## src/common/alu_pkg.sv

```systemverilog
/* ALU control encodings, control word struct and pipeline
   latency constants */

`default_nettype none

package alu_pkg;

    // -------------------------------------------------------------------------
    // Control encodings
    // -------------------------------------------------------------------------

    // Adder mode, bit 0 of the control word
    typedef enum logic {
        ADD = 1'b0,
        SUB = 1'b1
    } add_sub_e;

    // Logic stage function
    typedef enum logic [2:0] {
        LOGIC_PASS_ADDSUB = 3'd0,  // Add/sub result straight through
        LOGIC_AND         = 3'd1,
        LOGIC_OR          = 3'd2,
        LOGIC_XOR         = 3'd3,
        LOGIC_NOT_A       = 3'd4,
        LOGIC_PASS_A      = 3'd5,
        LOGIC_PASS_B      = 3'd6,
        LOGIC_XNOR        = 3'd7
    } logic_op_e;

    // Control word as presented with the operands
    typedef struct packed {
        logic_op_e logic_op;  // Bits [3:1]
        add_sub_e  add_sub;   // Bit 0
    } alu_control_t;

    // -------------------------------------------------------------------------
    // Latencies, in clock edges
    // -------------------------------------------------------------------------

    localparam int ADD_SUB_LATENCY = 2;  // Operand reg + sum reg
    localparam int BITWISE_LATENCY = 1;

    // Add/sub, logic, then one output register
    localparam int ALU_LATENCY = ADD_SUB_LATENCY + BITWISE_LATENCY + 1;

endpackage

`default_nettype wire

```

## src/hw/delay_line.sv

```systemverilog
/* Shift-register delay line with synchronous clear */

`timescale 1ns/1ps
`default_nettype none

module delay_line #(
    parameter int DEPTH = 1,
    parameter int WIDTH = 1
) (
    input  logic             clock,
    input  logic             rst,
    input  logic [WIDTH-1:0] in,
    output logic [WIDTH-1:0] out
);

    logic [WIDTH-1:0] stage [DEPTH];  // stage[0] sits next to the input

    always_ff @(posedge clock) begin
        if (rst) begin
            for (int i = 0; i < DEPTH; i++) begin
                stage[i] <= '0;
            end
        end else begin
            stage[0] <= in;
            for (int i = 1; i < DEPTH; i++) begin
                stage[i] <= stage[i-1];  // Shift one step per edge
            end
        end
    end

    assign out = stage[DEPTH-1];

endmodule

`default_nettype wire

```

## src/hw/alu/add_sub.sv

```systemverilog
/* Two-stage registered adder/subtractor, operands registered
   first, then the sum */

`timescale 1ns/1ps
`default_nettype none

module add_sub #(
    parameter int WORD_WIDTH = 36
) (
    input  logic                  clock,
    input  logic                  rst,
    input  alu_pkg::add_sub_e     add_sub,
    input  logic [WORD_WIDTH-1:0] a,
    input  logic [WORD_WIDTH-1:0] b,
    output logic [WORD_WIDTH-1:0] result
);

    // Sum registers that follow the operand register
    localparam int SUM_STAGES = alu_pkg::ADD_SUB_LATENCY - 1;

    alu_pkg::add_sub_e     mode_q;
    logic [WORD_WIDTH-1:0] a_q;
    logic [WORD_WIDTH-1:0] b_q;
    logic [WORD_WIDTH-1:0] b_eff;
    logic                  carry_in;
    logic [WORD_WIDTH-1:0] sum;
    logic [WORD_WIDTH-1:0] sum_q [SUM_STAGES];

    // Stage one
    always_ff @(posedge clock) begin
        if (rst) begin
            mode_q <= alu_pkg::ADD;
            a_q    <= '0;
            b_q    <= '0;
        end else begin
            mode_q <= add_sub;
            a_q    <= a;
            b_q    <= b;
        end
    end

    // Subtract as A + ~B + 1
    always_comb begin
        b_eff    = (mode_q == alu_pkg::SUB) ? ~b_q : b_q;
        carry_in = (mode_q == alu_pkg::SUB);
        sum      = a_q + b_eff + WORD_WIDTH'(carry_in);  // Carry out dropped
    end

    // Stage two
    always_ff @(posedge clock) begin
        if (rst) begin
            for (int i = 0; i < SUM_STAGES; i++) begin
                sum_q[i] <= '0;
            end
        end else begin
            sum_q[0] <= sum;
            for (int i = 1; i < SUM_STAGES; i++) begin
                sum_q[i] <= sum_q[i-1];
            end
        end
    end

    assign result = sum_q[SUM_STAGES-1];

endmodule

`default_nettype wire

```

## src/hw/alu/bitwise.sv

```systemverilog
/* Registered logic unit combining A, B and the add/sub result
   under a logic opcode */

`timescale 1ns/1ps
`default_nettype none

module bitwise #(
    parameter int WORD_WIDTH = 36
) (
    input  logic                  clock,
    input  logic                  rst,
    input  alu_pkg::logic_op_e    op,
    input  logic [WORD_WIDTH-1:0] result_add_sub,
    input  logic [WORD_WIDTH-1:0] a,
    input  logic [WORD_WIDTH-1:0] b,
    output logic [WORD_WIDTH-1:0] r
);

    localparam int STAGES = alu_pkg::BITWISE_LATENCY;

    logic [WORD_WIDTH-1:0] r_next;
    logic [WORD_WIDTH-1:0] r_q [STAGES];

    // -------------------------------------------------------------------------
    // Function select
    // -------------------------------------------------------------------------

    always_comb begin
        case (op)
            alu_pkg::LOGIC_PASS_ADDSUB: begin
                r_next = result_add_sub;
            end
            alu_pkg::LOGIC_AND: begin
                r_next = a & b;
            end
            alu_pkg::LOGIC_OR: begin
                r_next = a | b;
            end
            alu_pkg::LOGIC_XOR: begin
                r_next = a ^ b;
            end
            alu_pkg::LOGIC_NOT_A: begin
                r_next = ~a;
            end
            alu_pkg::LOGIC_PASS_A: begin
                r_next = a;
            end
            alu_pkg::LOGIC_PASS_B: begin
                r_next = b;
            end
            alu_pkg::LOGIC_XNOR: begin
                r_next = ~(a ^ b);
            end
            default: begin
                r_next = result_add_sub;  // Unknown op acts as pass
            end
        endcase
    end

    // -------------------------------------------------------------------------
    // Output register
    // -------------------------------------------------------------------------

    always_ff @(posedge clock) begin
        if (rst) begin
            for (int i = 0; i < STAGES; i++) begin
                r_q[i] <= '0;
            end
        end else begin
            r_q[0] <= r_next;
            for (int i = 1; i < STAGES; i++) begin
                r_q[i] <= r_q[i-1];
            end
        end
    end

    assign r = r_q[STAGES-1];

endmodule

`default_nettype wire

```

## src/hw/alu/alu.sv

```systemverilog
/* ALU top level: add/sub, logic unit, operand alignment,
   D operand and valid tag pipeline, output register */

`timescale 1ns/1ps
`default_nettype none

module alu #(
    parameter int WORD_WIDTH      = 36,
    parameter int D_OPERAND_WIDTH = 10
) (
    input  logic                              clock,
    input  logic                              rst,
    input  logic                              in_valid,
    input  alu_pkg::alu_control_t             control,
    input  logic        [D_OPERAND_WIDTH-1:0] d_in,
    input  logic        [WORD_WIDTH-1:0]      a,
    input  logic        [WORD_WIDTH-1:0]      b,
    output logic                              out_valid,
    output logic        [D_OPERAND_WIDTH-1:0] d_out,
    output logic signed [WORD_WIDTH-1:0]      r
);

    localparam int TAG_WIDTH   = D_OPERAND_WIDTH + 1;
    localparam int OP_WIDTH    = $bits(alu_pkg::logic_op_e);
    localparam int OUT_LATENCY = alu_pkg::ALU_LATENCY - alu_pkg::ADD_SUB_LATENCY
                                 - alu_pkg::BITWISE_LATENCY;

    logic [TAG_WIDTH-1:0]  tag_in;
    logic [TAG_WIDTH-1:0]  tag_out;
    logic [WORD_WIDTH-1:0] result_add_sub;
    logic [OP_WIDTH-1:0]   op_delayed;
    alu_pkg::logic_op_e    op_bitwise;
    logic [WORD_WIDTH-1:0] a_bitwise;
    logic [WORD_WIDTH-1:0] b_bitwise;
    logic [WORD_WIDTH-1:0] result_bitwise;

    // -------------------------------------------------------------------------
    // Tag path: valid and D operand ride alongside the data
    // -------------------------------------------------------------------------

    assign tag_in = {in_valid, d_in};

    delay_line #(
        .DEPTH (alu_pkg::ALU_LATENCY),
        .WIDTH (TAG_WIDTH)
    ) tag_pipeline (
        .clock (clock),
        .rst   (rst),
        .in    (tag_in),
        .out   (tag_out)
    );

    assign out_valid = tag_out[TAG_WIDTH-1];       // Valid in the MSB
    assign d_out     = tag_out[D_OPERAND_WIDTH-1:0];

    // -------------------------------------------------------------------------
    // Add/sub with operands and logic op delayed to match
    // -------------------------------------------------------------------------

    add_sub #(
        .WORD_WIDTH (WORD_WIDTH)
    ) add_sub_unit (
        .clock   (clock),
        .rst     (rst),
        .add_sub (control.add_sub),  // Mode used right away
        .a       (a),
        .b       (b),
        .result  (result_add_sub)
    );

    delay_line #(
        .DEPTH (alu_pkg::ADD_SUB_LATENCY),
        .WIDTH (OP_WIDTH)
    ) control_pipeline (
        .clock (clock),
        .rst   (rst),
        .in    (control.logic_op),
        .out   (op_delayed)
    );

    assign op_bitwise = alu_pkg::logic_op_e'(op_delayed);

    delay_line #(
        .DEPTH (alu_pkg::ADD_SUB_LATENCY),
        .WIDTH (WORD_WIDTH)
    ) a_pipeline (
        .clock (clock),
        .rst   (rst),
        .in    (a),
        .out   (a_bitwise)
    );

    delay_line #(
        .DEPTH (alu_pkg::ADD_SUB_LATENCY),
        .WIDTH (WORD_WIDTH)
    ) b_pipeline (
        .clock (clock),
        .rst   (rst),
        .in    (b),
        .out   (b_bitwise)
    );

    // -------------------------------------------------------------------------
    // Logic unit and output register
    // -------------------------------------------------------------------------

    bitwise #(
        .WORD_WIDTH (WORD_WIDTH)
    ) bitwise_unit (
        .clock          (clock),
        .rst            (rst),
        .op             (op_bitwise),
        .result_add_sub (result_add_sub),
        .a              (a_bitwise),
        .b              (b_bitwise),
        .r              (result_bitwise)
    );

    delay_line #(
        .DEPTH (OUT_LATENCY),
        .WIDTH (WORD_WIDTH)
    ) result_pipeline (
        .clock (clock),
        .rst   (rst),
        .in    (result_bitwise),
        .out   (r)
    );

endmodule

`default_nettype wire

```

## config.mk

```make
export PLATFORM = sky130hd
export DESIGN_NAME = alu
export DESIGN_NICKNAME = d
export VERILOG_FILES = /design/src/common/alu_pkg.sv /design/src/hw/delay_line.sv /design/src/hw/alu/add_sub.sv /design/src/hw/alu/bitwise.sv /design/src/hw/alu/alu.sv
export SDC_FILE = /design/constraint.sdc
export NUM_CORES = 1
export LEC_CHECK = 0
export BUFFER_PORTS_ARGS = -buffer_cell sky130_fd_sc_hd__buf_4
export CORE_MARGIN = 2
export CORE_UTILIZATION = 25
export CTS_CLUSTER_SIZE = 25
export DETAILED_ROUTE_END_ITERATION = 7
export SETUP_SLACK_MARGIN = 0.1
export SYNTH_ARGS = -nofsm -noshare
export SYNTH_HDL_FRONTEND = slang
export SYNTH_SLANG_ARGS = --single-unit
```

## constraint.sdc

```tcl
create_clock -name clock -period 5.2 [get_ports clock]
set_input_delay 0.26 -clock clock [delete_from_list [all_inputs] [get_ports clock]]
set_output_delay 0.26 -clock clock [all_outputs]
set_load 0.005 [all_outputs]
```

# Yosys cells after proc, flatten, opt, wreduce, memory -nomap -nowiden
# Memory sizes are Yosys's and may differ from the RTL's.
# Cells that the tools add are included.
# op_classes
addsub	2
eq_ne	7
n_mux	21
bitwise_logic	16
reduce_logical	4
# op_table
cell	count
$mux 36	8
$pmux 36 s8	1
$not 36->36	3
$reduce_or 36->1	3
$mux 11	4
$add 36x1->36	1
$add 36x36->36	1
$and 36x36->36	1
$or 36x36->36	1
$xor 36x36->36	1
$eq 3x3->1 const B	4
$or 1x1->1	10
$eq 3x2->1 const B	2
$mux 1	6
$mux 3	2
$eq 3x1->1 const B	1
$logic_not 3->1	1
# totals
regBits	73
mem_bits_rw	302
inputBits	89
out_inout_bits	47
elab_cells	60
mem_count	7
# memory_table
memory	depth	word_bits	read_ports	rd_ports_with_merged_regs	write_ports	line_no	rtl
a_pipeline.stage	2	36	2	0	2	delay_line.sv:16	logic [WIDTH-1:0] stage [DEPTH];
b_pipeline.stage	2	36	2	0	2	delay_line.sv:16	
tag_pipeline.stage	4	11	4	0	4	delay_line.sv:16	
add_sub_unit.sum_q	1	36	1	0	1	add_sub.sv:27	logic [WORD_WIDTH-1:0] sum_q [SUM_STAGES];
bitwise_unit.r_q	1	36	1	0	1	bitwise.sv:22	logic [WORD_WIDTH-1:0] r_q [STAGES];
result_pipeline.stage	1	36	1	0	1	delay_line.sv:16	
+1 memories	-	-	-	-	-	-	

# Logic depth before layout (Yosys ltp)
# Gate-level depths: netlist of run 1.
# logic_depth
ltp_word	5
ltp_mapped	12
depth_no_buf	10

# By module
# From an unflattened synthesis of run 1, not the netlist that was laid out.
# unflattened
hier_cells	1704
hier_area_um2	16525.8
# by_module_without_submodules
mod	n_inst	cells_per_inst	area_each_um2	seq_area_each_um2
add_sub	1	584	5332.6	2182.1
delay_line (a_pipeline ...)	2	188	2252.2	1441.4
bitwise	1	562	4337.9	720.7
delay_line (tag_pipeline)	1	92	1176.1	880.8
delay_line (result_pipeline)	1	75	994.7	720.7
delay_line (control_pipeline)	1	15	180.2	120.1

# Worst setup path before layout of run 1
# No wires, ideal clock.
# synth_path
path_type	register -> register
startpoint	reg add_sub_unit.mode_q, in the netlist add_sub_unit.carry_in
endpoint	mem add_sub_unit.sum_q[0][34]
setup_time_ns	0.123
arrival_time_ns	2.818
required_time_ns	5.077
path_slack_ns	2.258
path_stages_with_launch	11
path_buffers	2
synth_period_minus_slack_ns	2.942
cell_sequence	dfxtp_1 > buf_6 > clkbuf_1 > xor2_1 > ha_1 > a2111oi_4 > a211oi_4 > o31ai_4 > nand2b_2 > a41oi_2 > mux2_1
# synth_via
elab_chain_cells	4
# synth_rtl
item	line_no	rtl
from (decl)	add_sub.sv:21	alu_pkg::add_sub_e mode_q;
from (signal assigned)	add_sub.sv:32	mode_q <= alu_pkg::ADD;
from (signal assigned)	add_sub.sv:36	mode_q <= add_sub;
$mux 36	add_sub.sv:44	b_eff = (mode_q == alu_pkg::SUB) ? ~b_q : b_q;
$add 36x36->36	add_sub.sv:46	sum = a_q + b_eff + WORD_WIDTH'(carry_in);
$add 36x1->36 *	add_sub.sv:46	
$mux 36 (no line) *	-	
to (decl)	add_sub.sv:27	
# Mark *: on every way between the ends. The rest lies on a longest branch, timed or not.

# Worst setup path after layout of run 1
# layout_path
startpoint	reg add_sub_unit.mode_q, in the netlist add_sub_unit.carry_in
endpoint	mem add_sub_unit.sum_q[0][28]
# The elaborated chain is that of the path after synthesis.

==> summary.txt, run 1 <==
Yosys
  • Mapped Nets: 1637
  • Cells after synthesis: 1441
  • Simple-gate share of the synthesized area: 19.42%
  • Syn_area_per_cell: 9.515 sq um
  • Synth cell types: 75
  • Ys Warns: 0
  • Async SR Flop Fraction: 0%
  • Synth area leader: dfxtp_1
  • Xor-xnor portion of the synthesized cell area: 5.749%
  • Register area share after synthesis: 44.24%
  • Main combinational cell family by area after synthesis: simple AND/OR/NAND/NOR gates
  • Multiplexer share of the synthesized area: 3.723%
  • FF+latch count, synth: 303
  • Post-synthesis adder-cell area fraction: 9.819%
  • Post-synthesis compound-gate area fraction: 12.49%
  • Synth Cell Area: 13710 sq um
  • Area share of the largest cell type after synthesis: 44.24%
  • Synth Flop Type: dfxtp_1
  • Area contributors post-synth: dfxtp_1, nor2b_1, ha_1
  • EDFF count, synth: 0

Hold path
  • Hold path depth: 2
  • Hold Startpoint: b[0]
  • Min-delay worst type: in2reg
  • Hold Path End: add_sub_unit.b_q[0]

Timing
  • Period utilization: 65.69%
  • Slew Viols, Final: 0
  • Min setup slack post-route: 1784 ps
  • Max Fclk: 0.2927 GHz
  • Hold_ws: 27.21 ps
  • Hold Vio Cnt, Final: 0
  • Clock Skews: 18.26 ps
  • RSZ-0062 raised after global routing: false
  • Relative slew slack: 30.42%
  • Final Setup Violations: 0
  • Post-layout min period: 3416 ps
  • Slew @ Worst Pin: 1044 ps
  • Setup_tns: 0 ps

Clocking
  • Clock-pin slew reported for the worst setup and hold paths after clock tree synthesis: approximately 60 ps
  • Post-CTS sizing: 0
  • Root Buffer: clkbuf_16
  • Clk Latency, worst-skew pair: 530 ps
  • Clk buf depth: 3
  • Postcts setup bufs: 0
  • TritonCTS clock tree: built
  • CTS Buf Count: 35
  • Clock sinks: 303
  • CTS H-tree depth: 2
  • # hold bufs at CTS: 82

Floorplan
  • Die width: roughly 240 um
  • Ports: 136
  • Die H: 238.2 um
  • Initial Util: 25.38%
  • Die area: roughly 57000 sq um
  • Core ar.: 54030 sq um
  • Num rows: 85

Finish
  • Most common cell after layout, fill and taps aside: dfxtp_1
  • Final nets: ~1800
  • Ratio of cells with drive above 1 in the final layout: 15.02%
  • Syn-to-layout area delta: 26.93%
  • Most frequent cells in the layout: dfxtp_1, nor2b_1, buf_4
  • Filler cells: 5528
  • Antenna cells: 0

Detailed routing
  • DRT Pass-1 Iters: 7
  • DRC viols: 0
  • Iteration-0 DRC Markers: 602
  • Vias post-DR: slightly above 10000
  • Wirelength per Cell: 15.74 um
  • DR vias/cell: 4.425
  • Post-route antenna net violation count: 0
  • Final wirelength: roughly 37 mm

Power and ir drop
  • Static leakage: around 7.4 nW
  • Power Density: 343.6 nW/um^2
  • Peak VDD IR: roughly 0.16 mV

Critical path
  • Reg2Reg Capture Point: add_sub_unit.sum_q[0][28]
  • Reg2reg setup slack: 1780 ps
  • Critical Path Start Type: flop
  • Critical path endpoint category: flop
  • Crit path kind: reg2reg
  • Worst reg-to-reg path cell count: 9
  • Worst path required time: 5600 ps
  • CP arrival: 3820 ps
  • Worst-path maximum fanout: 22
  • Worst r2r src: add_sub_unit.carry_in

Run
  • Max-cap violation count: 0

Global route
  • GRT Resource Usage Total: 12.86%
  • First-pass GRT wire length: 57.53 mm
  • Vias in the first global route: approximately 10000
  • Initial antenna violation count: 0
  • GRT Residual Overflow: 0
  • Largest net degree at the start of global routing: 167

Placed design
  • I/O Buffers: 135
  • Dpl hpwl: 26.73 mm
  • Placer Congestion: 0.9271
  • Worst slack, placed: 1807 ps

Status
  • Status: completed
-- layout make-up --
class	instances	area, sq um	area share [%]
clock buffer	48	1006	5.780
timing repair buffer	228	1924	11.06
sequential	303	6073	34.90
clock inverter	16	212.7	1.222
multi-input combinational	978	7023	40.36
inverter	78	292.8	1.682
tap	696	870.8	5.004
-- how the worst max path moves through the flow --
stage                               start                   endpoint  slack (ps)  cells after the start
finish              add_sub_unit.carry_in  add_sub_unit.sum_q[0][28]        1780                      9
CTS                 add_sub_unit.carry_in  add_sub_unit.sum_q[0][28]        1770                     10
global placement    add_sub_unit.carry_in  add_sub_unit.sum_q[0][28]        1820                     10
global route        add_sub_unit.carry_in  add_sub_unit.sum_q[0][28]        1580                     10
floorplan           add_sub_unit.carry_in  add_sub_unit.sum_q[0][34]        2260                     10
detailed placement  add_sub_unit.carry_in  add_sub_unit.sum_q[0][28]        1810                     10
-- synthesized netlist by cell type (4+ instances only) --
master,count
mux2_2,9
o22ai_1,5
nand3_1,6
a22o_1,14
nor3_1,62
buf_1,8
nand2b_1,4
o21ai_0,26
inv_1,77
mux2_1,4
buf_2,10
ha_1,106
a221oi_1,24
and3_1,5
xnor2_1,20
a21o_1,7
dfxtp_1,303
clkbuf_1,62
a22oi_1,11
nor3b_1,4
xor2_1,70
mux2i_1,23
a21oi_2,4
o21a_1,7
nor2b_1,242
nor2_1,113
a21oi_1,87
mux4_2,4
a211oi_1,22
nand2_1,36
nand4_1,9
-- worst max-delay path, stage by stage, from the launching register on --
cell	delay, ps
dfxtp_2	740
buf_4	390
xor2_1	110
ha_1	410
nand2_1	80
o21ai_0	640
o211ai_2	210
a21oi_1	260
o22ai_1	110
mux2_1	320
-- per-layer routing --
metal  vias up  part of all wire (%)  track usage (%)
li1       5189                     -                -
met1      4838                    47            17.68
met2       285                    44            19.91
met3        73                   5.9            2.580
met4         0                   3.0            4.678
met5         -                     0                0
-- logic make-up (layout without fill, tap and decap cells) --
group | after synthesis | in the layout
flops | 303 | 303
mux | 43 | 43
compound gates | 243 | 243
fa+ha+maj | 107 | 107
xor+xnor | 90 | 90
simple gates | 495 | 495
buf+inv | 160 | 370
-- through the flow --
| step | total power (W) | instance area, sq um | utilization (%) | instances |
|---|---|---|---|---|
| after floorplan | 0.003128 | 13710 | - | 1441 |
| after global placement | 0.003398 | 15360 | 28.44 | 2201 |
| after detailed placement | 0.003415 | 15360 | 28.44 | 2201 |
| after CTS | 0.006048 | 17400 | 32.21 | 2347 |
| after global routing | 0.006243 | 17400 | 32.21 | 2347 |
| final | 0.005980 | 17400 | 32.21 | 2347 |
-- power by group --
group | internal (W) | total, W | switching [W]
registers | 0.00248 | 0.00259 | 0.000105
logic | 0.000388 | 0.000829 | 0.000441
clock network | 0.00157 | 0.00257 | 0.000997
total | 0.00444 | 0.00598 | 0.00154
-- state kept, by name, indices dropped and copies added, names as in the netlist --
| name | flops |
|---|---|
| add_sub_unit.b_q | 35 |
| tag_pipeline.stage | 44 |
| add_sub_unit.sum_q | 36 |
| control_pipeline.stage | 6 |
| a_pipeline.stage | 37 |
| add_sub_unit.a_q | 35 |
| bitwise_unit.r_q | 36 |
| result_pipeline.stage | 36 |
| b_pipeline.stage | 37 |
| add_sub_unit.carry_in | 1 |
No activity file was read; power rests on OpenSTA's default activity.
==> run 2, diff against run 1 <==
Clock period 5.2 ns to 3.28 ns, I/O delays scaled along.
==> run 2 against run 1 <==
Effect of this change: register-to-register slack got worse by 1500 ps; first-iteration DRC count rose by 1.0%; global-route usage rose by 0.060 points; die area did not move; worst setup slack got worse by 1500 ps; non-clock buffer count rose by 18; critical path type unchanged; clock power rose by 40%; maximum frequency rose by 14%; critical endpoint unchanged; combinational power rose by 63%; wire length rose by 1.6%; count of clock-buffer cells in the layout fell by 6.
==> summary.txt, run 2 (same netlist as run 1, synthesis figures left out) <==
Status
  • Status: completed (unchanged)

Placed design
  • Placed instance count: 2214 (was 2201)
  • I/O Buffers: 135 (unchanged)
  • Dpl hpwl: 27.69 mm (was 26.73 mm)
  • Placer Congestion: 0.8667 (was 0.9271)

Finish
  • Syn-to-layout area delta: 26.99% (was 26.93%)
  • Non-filler cells, final: 2356 (was 2347)
  • Final Util: 32.23% (was 32.21%)
  • Biggest register: tag_pipeline.stage (unchanged)
  • Filler cells: 5503 (was 5528)
  • Most common cell after layout, fill and taps aside: dfxtp_1 (unchanged)
  • Ratio of cells with drive above 1 in the final layout: 15.00% (was 15.02%)
  • Antenna cells: 0 (unchanged)
  • Largest regs: tag_pipeline.stage (44), a_pipeline.stage (37), b_pipeline.stage (37) (unchanged)
  • Final nets: 1834 (was 1820)
  • Most frequent cells in the layout: dfxtp_1, nor2b_1, buf_4 (unchanged)
  • Register Area: 6073 sq um (unchanged)
  • Max reg flops: 44 (unchanged)
  • Area of the multi-input gates: 7020 sq um (was 7023 sq um)

Global route
  • Gr busiest metal: met2 (unchanged)
  • Initial antenna violation count: 4 (was 0)
  • Met3 usage: 1.539% (was 2.580%)
  • First-pass GRT wire length: 57.93 mm (was 57.53 mm)
  • M1 GR Usage: 18.65% (was 17.68%)
  • GRT Residual Overflow: 0 (unchanged)
  • Largest net degree at the start of global routing: 92 (was 167)
  • GRT Resource Usage Total: 12.93% (was 12.86%)
  • Vias in the first global route: 10280 (was 10330)
  • Met2 GRT Util: 20.36% (was 19.91%)

Hold path
  • Min-delay worst type: in2reg (unchanged)
  • Hold Startpoint: rst (was b[0])

Power and ir drop
  • Power Density: 519.7 nW/um^2 (was 343.6 nW/um^2)
  • Static leakage: 7.361 nW (was 7.364 nW)
  • Peak VDD IR: 0.3335 mV (was 0.1604 mV)

Timing
  • RSZ-0062 raised after global routing: false (unchanged)
  • Final Setup Violations: 0 (unchanged)
  • Post-layout min period: 3005 ps (was 3416 ps)
  • Setup_tns: 0 ps (unchanged)
  • Period utilization: 91.63% (was 65.69%)
  • Slew @ Worst Pin: 760.7 ps (was 1044 ps)
  • Max Fclk: 0.3327 GHz (was 0.2927 GHz)
  • Slew Viols, Final: 0 (unchanged)
  • Clock Skews: 14.21 ps (was 18.26 ps)
  • Hold_ws: 16.68 ps (was 27.21 ps)
  • Relative slew slack: 48.75% (was 30.42%)
  • Hold Vio Cnt, Final: 0 (unchanged)

Clocking
  • TritonCTS clock tree: built (unchanged)
  • CTS H-tree depth: 1 (was 2)
  • Clock-pin slew reported for the worst setup and hold paths after clock tree synthesis: 60 ps (about the same)
  • Clock sinks: 303 (unchanged)
  • Clk buf depth: 3 (unchanged)
  • CTS Buf Count: 31 (was 35)
  • Root Buffer: clkbuf_16 (unchanged)
  • Post-CTS sizing: 0 (unchanged)
  • Clk Latency, worst-skew pair: 570 ps (was 530 ps)

Critical path
  • Crit path kind: reg2reg (unchanged)
  • WP buf/inv: 2 (was 1)
  • Worst-path maximum fanout: 11 (was 22)
  • Max stage delay on crit path: 620 ps (was 740 ps)
  • Origin of the worst setup path: add_sub_unit.carry_in (unchanged)
  • Critical Path Start Type: flop (unchanged)
  • Critical path's slowest cell: o21ai_0 (was dfxtp_2)
  • Worst r2r src: add_sub_unit.carry_in (unchanged)
  • Cells along the critical path: buf_4, buf_4, xor2_1, ha_1, a21oi_1, o21ai_0, o211ai_2, a21oi_1, o22ai_1, mux2_1 (was buf_4, xor2_1, ha_1, nand2_1, o21ai_0, o211ai_2, a21oi_1, o22ai_1, mux2_1)
  • Critical path's top delay family: compound AO/OA/AOI/OAI gates (unchanged)
  • Critical path endpoint category: flop (unchanged)
  • Worst path required time: 3730 ps (was 5600 ps)
  • CP arrival: 3450 ps (was 3820 ps)

Detailed routing
  • Final wirelength: 37.54 mm (was 36.94 mm)
  • DRC viols: 0 (unchanged)
  • DRT Pass-1 Iters: 5 (was 7)
  • Post-route antenna net violation count: 0 (unchanged)
  • DR vias/cell: 4.412 (was 4.425)
  • Iteration-0 DRC Markers: 608 (was 602)
  • Wirelength per Cell: 15.93 um (was 15.74 um)
  • Vias post-DR: 10400 (was 10390)

Floorplan
  • Die H: 238.2 um (unchanged)
  • Core ar.: 54030 sq um (unchanged)
  • Initial Util: 25.38% (unchanged)
  • Die area: 56730 sq um (unchanged)
  • Ports: 136 (unchanged)
  • Num rows: 85 (unchanged)
  • Die width: 238.2 um (unchanged)

Run
  • Max-cap violation count: 0 (unchanged)
## run 2: layout make-up
class | instances | area share, %
multi-input cells | 978 | 40.32
well taps | 696 | 5.001
inverters | 78 | 1.682
repair buffers | 246 | 12.19
clock inverters | 13 | 1.064
clock buffers | 42 | 4.865
flip-flops and latches | 303 | 34.88
## run 2: per-stage QoR
stage                     setup slack (ps)  power (W)  instance area, sq um
after floorplan                      338.2   0.004959                 13710
after CTS                            286.0   0.009170                 17410
after global placement               384.7   0.005414                 15510
after detailed placement             319.2   0.005442                 15510
after global routing                 122.5   0.009468                 17410
final                                274.7   0.009048                 17410
## run 2: per-layer routing
layer  share of wire [%]  vias to the layer above
met5                   0                        -
met4                 1.9                        0
met3                 4.8                       51
met2                  44                      264
met1                  49                     4863
li1                    -                     5217
## run 2: final timing paths
kind / depth (start not counted) / end / slack [ps]
worst min-delay path: 2 / add_sub_unit.a_q[34] / 20
worst max register to register: 10 / add_sub_unit.sum_q[0][28] / 270
worst max-delay path: 10 / add_sub_unit.sum_q[0][28] / 270
worst min register to register: 1 / control_pipeline.stage[0][4] / 430
## run 2: where the power goes
group | internal [W] | switching (W) | leakage, nW
logic | 0.000636 | 0.000715 | 4.36
registers | 0.00393 | 0.000159 | 2.50
clock network | 0.00212 | 0.00149 | 0.498
total | 0.00669 | 0.00236 | 7.36
## run 2: what timing repair did
action                                  in CTS  in global routing
endpoints found under the setup margin       0                  0
hold buffers                                87                  0
hold endpoints to repair                    87                  0
setup buffers                                0                  0
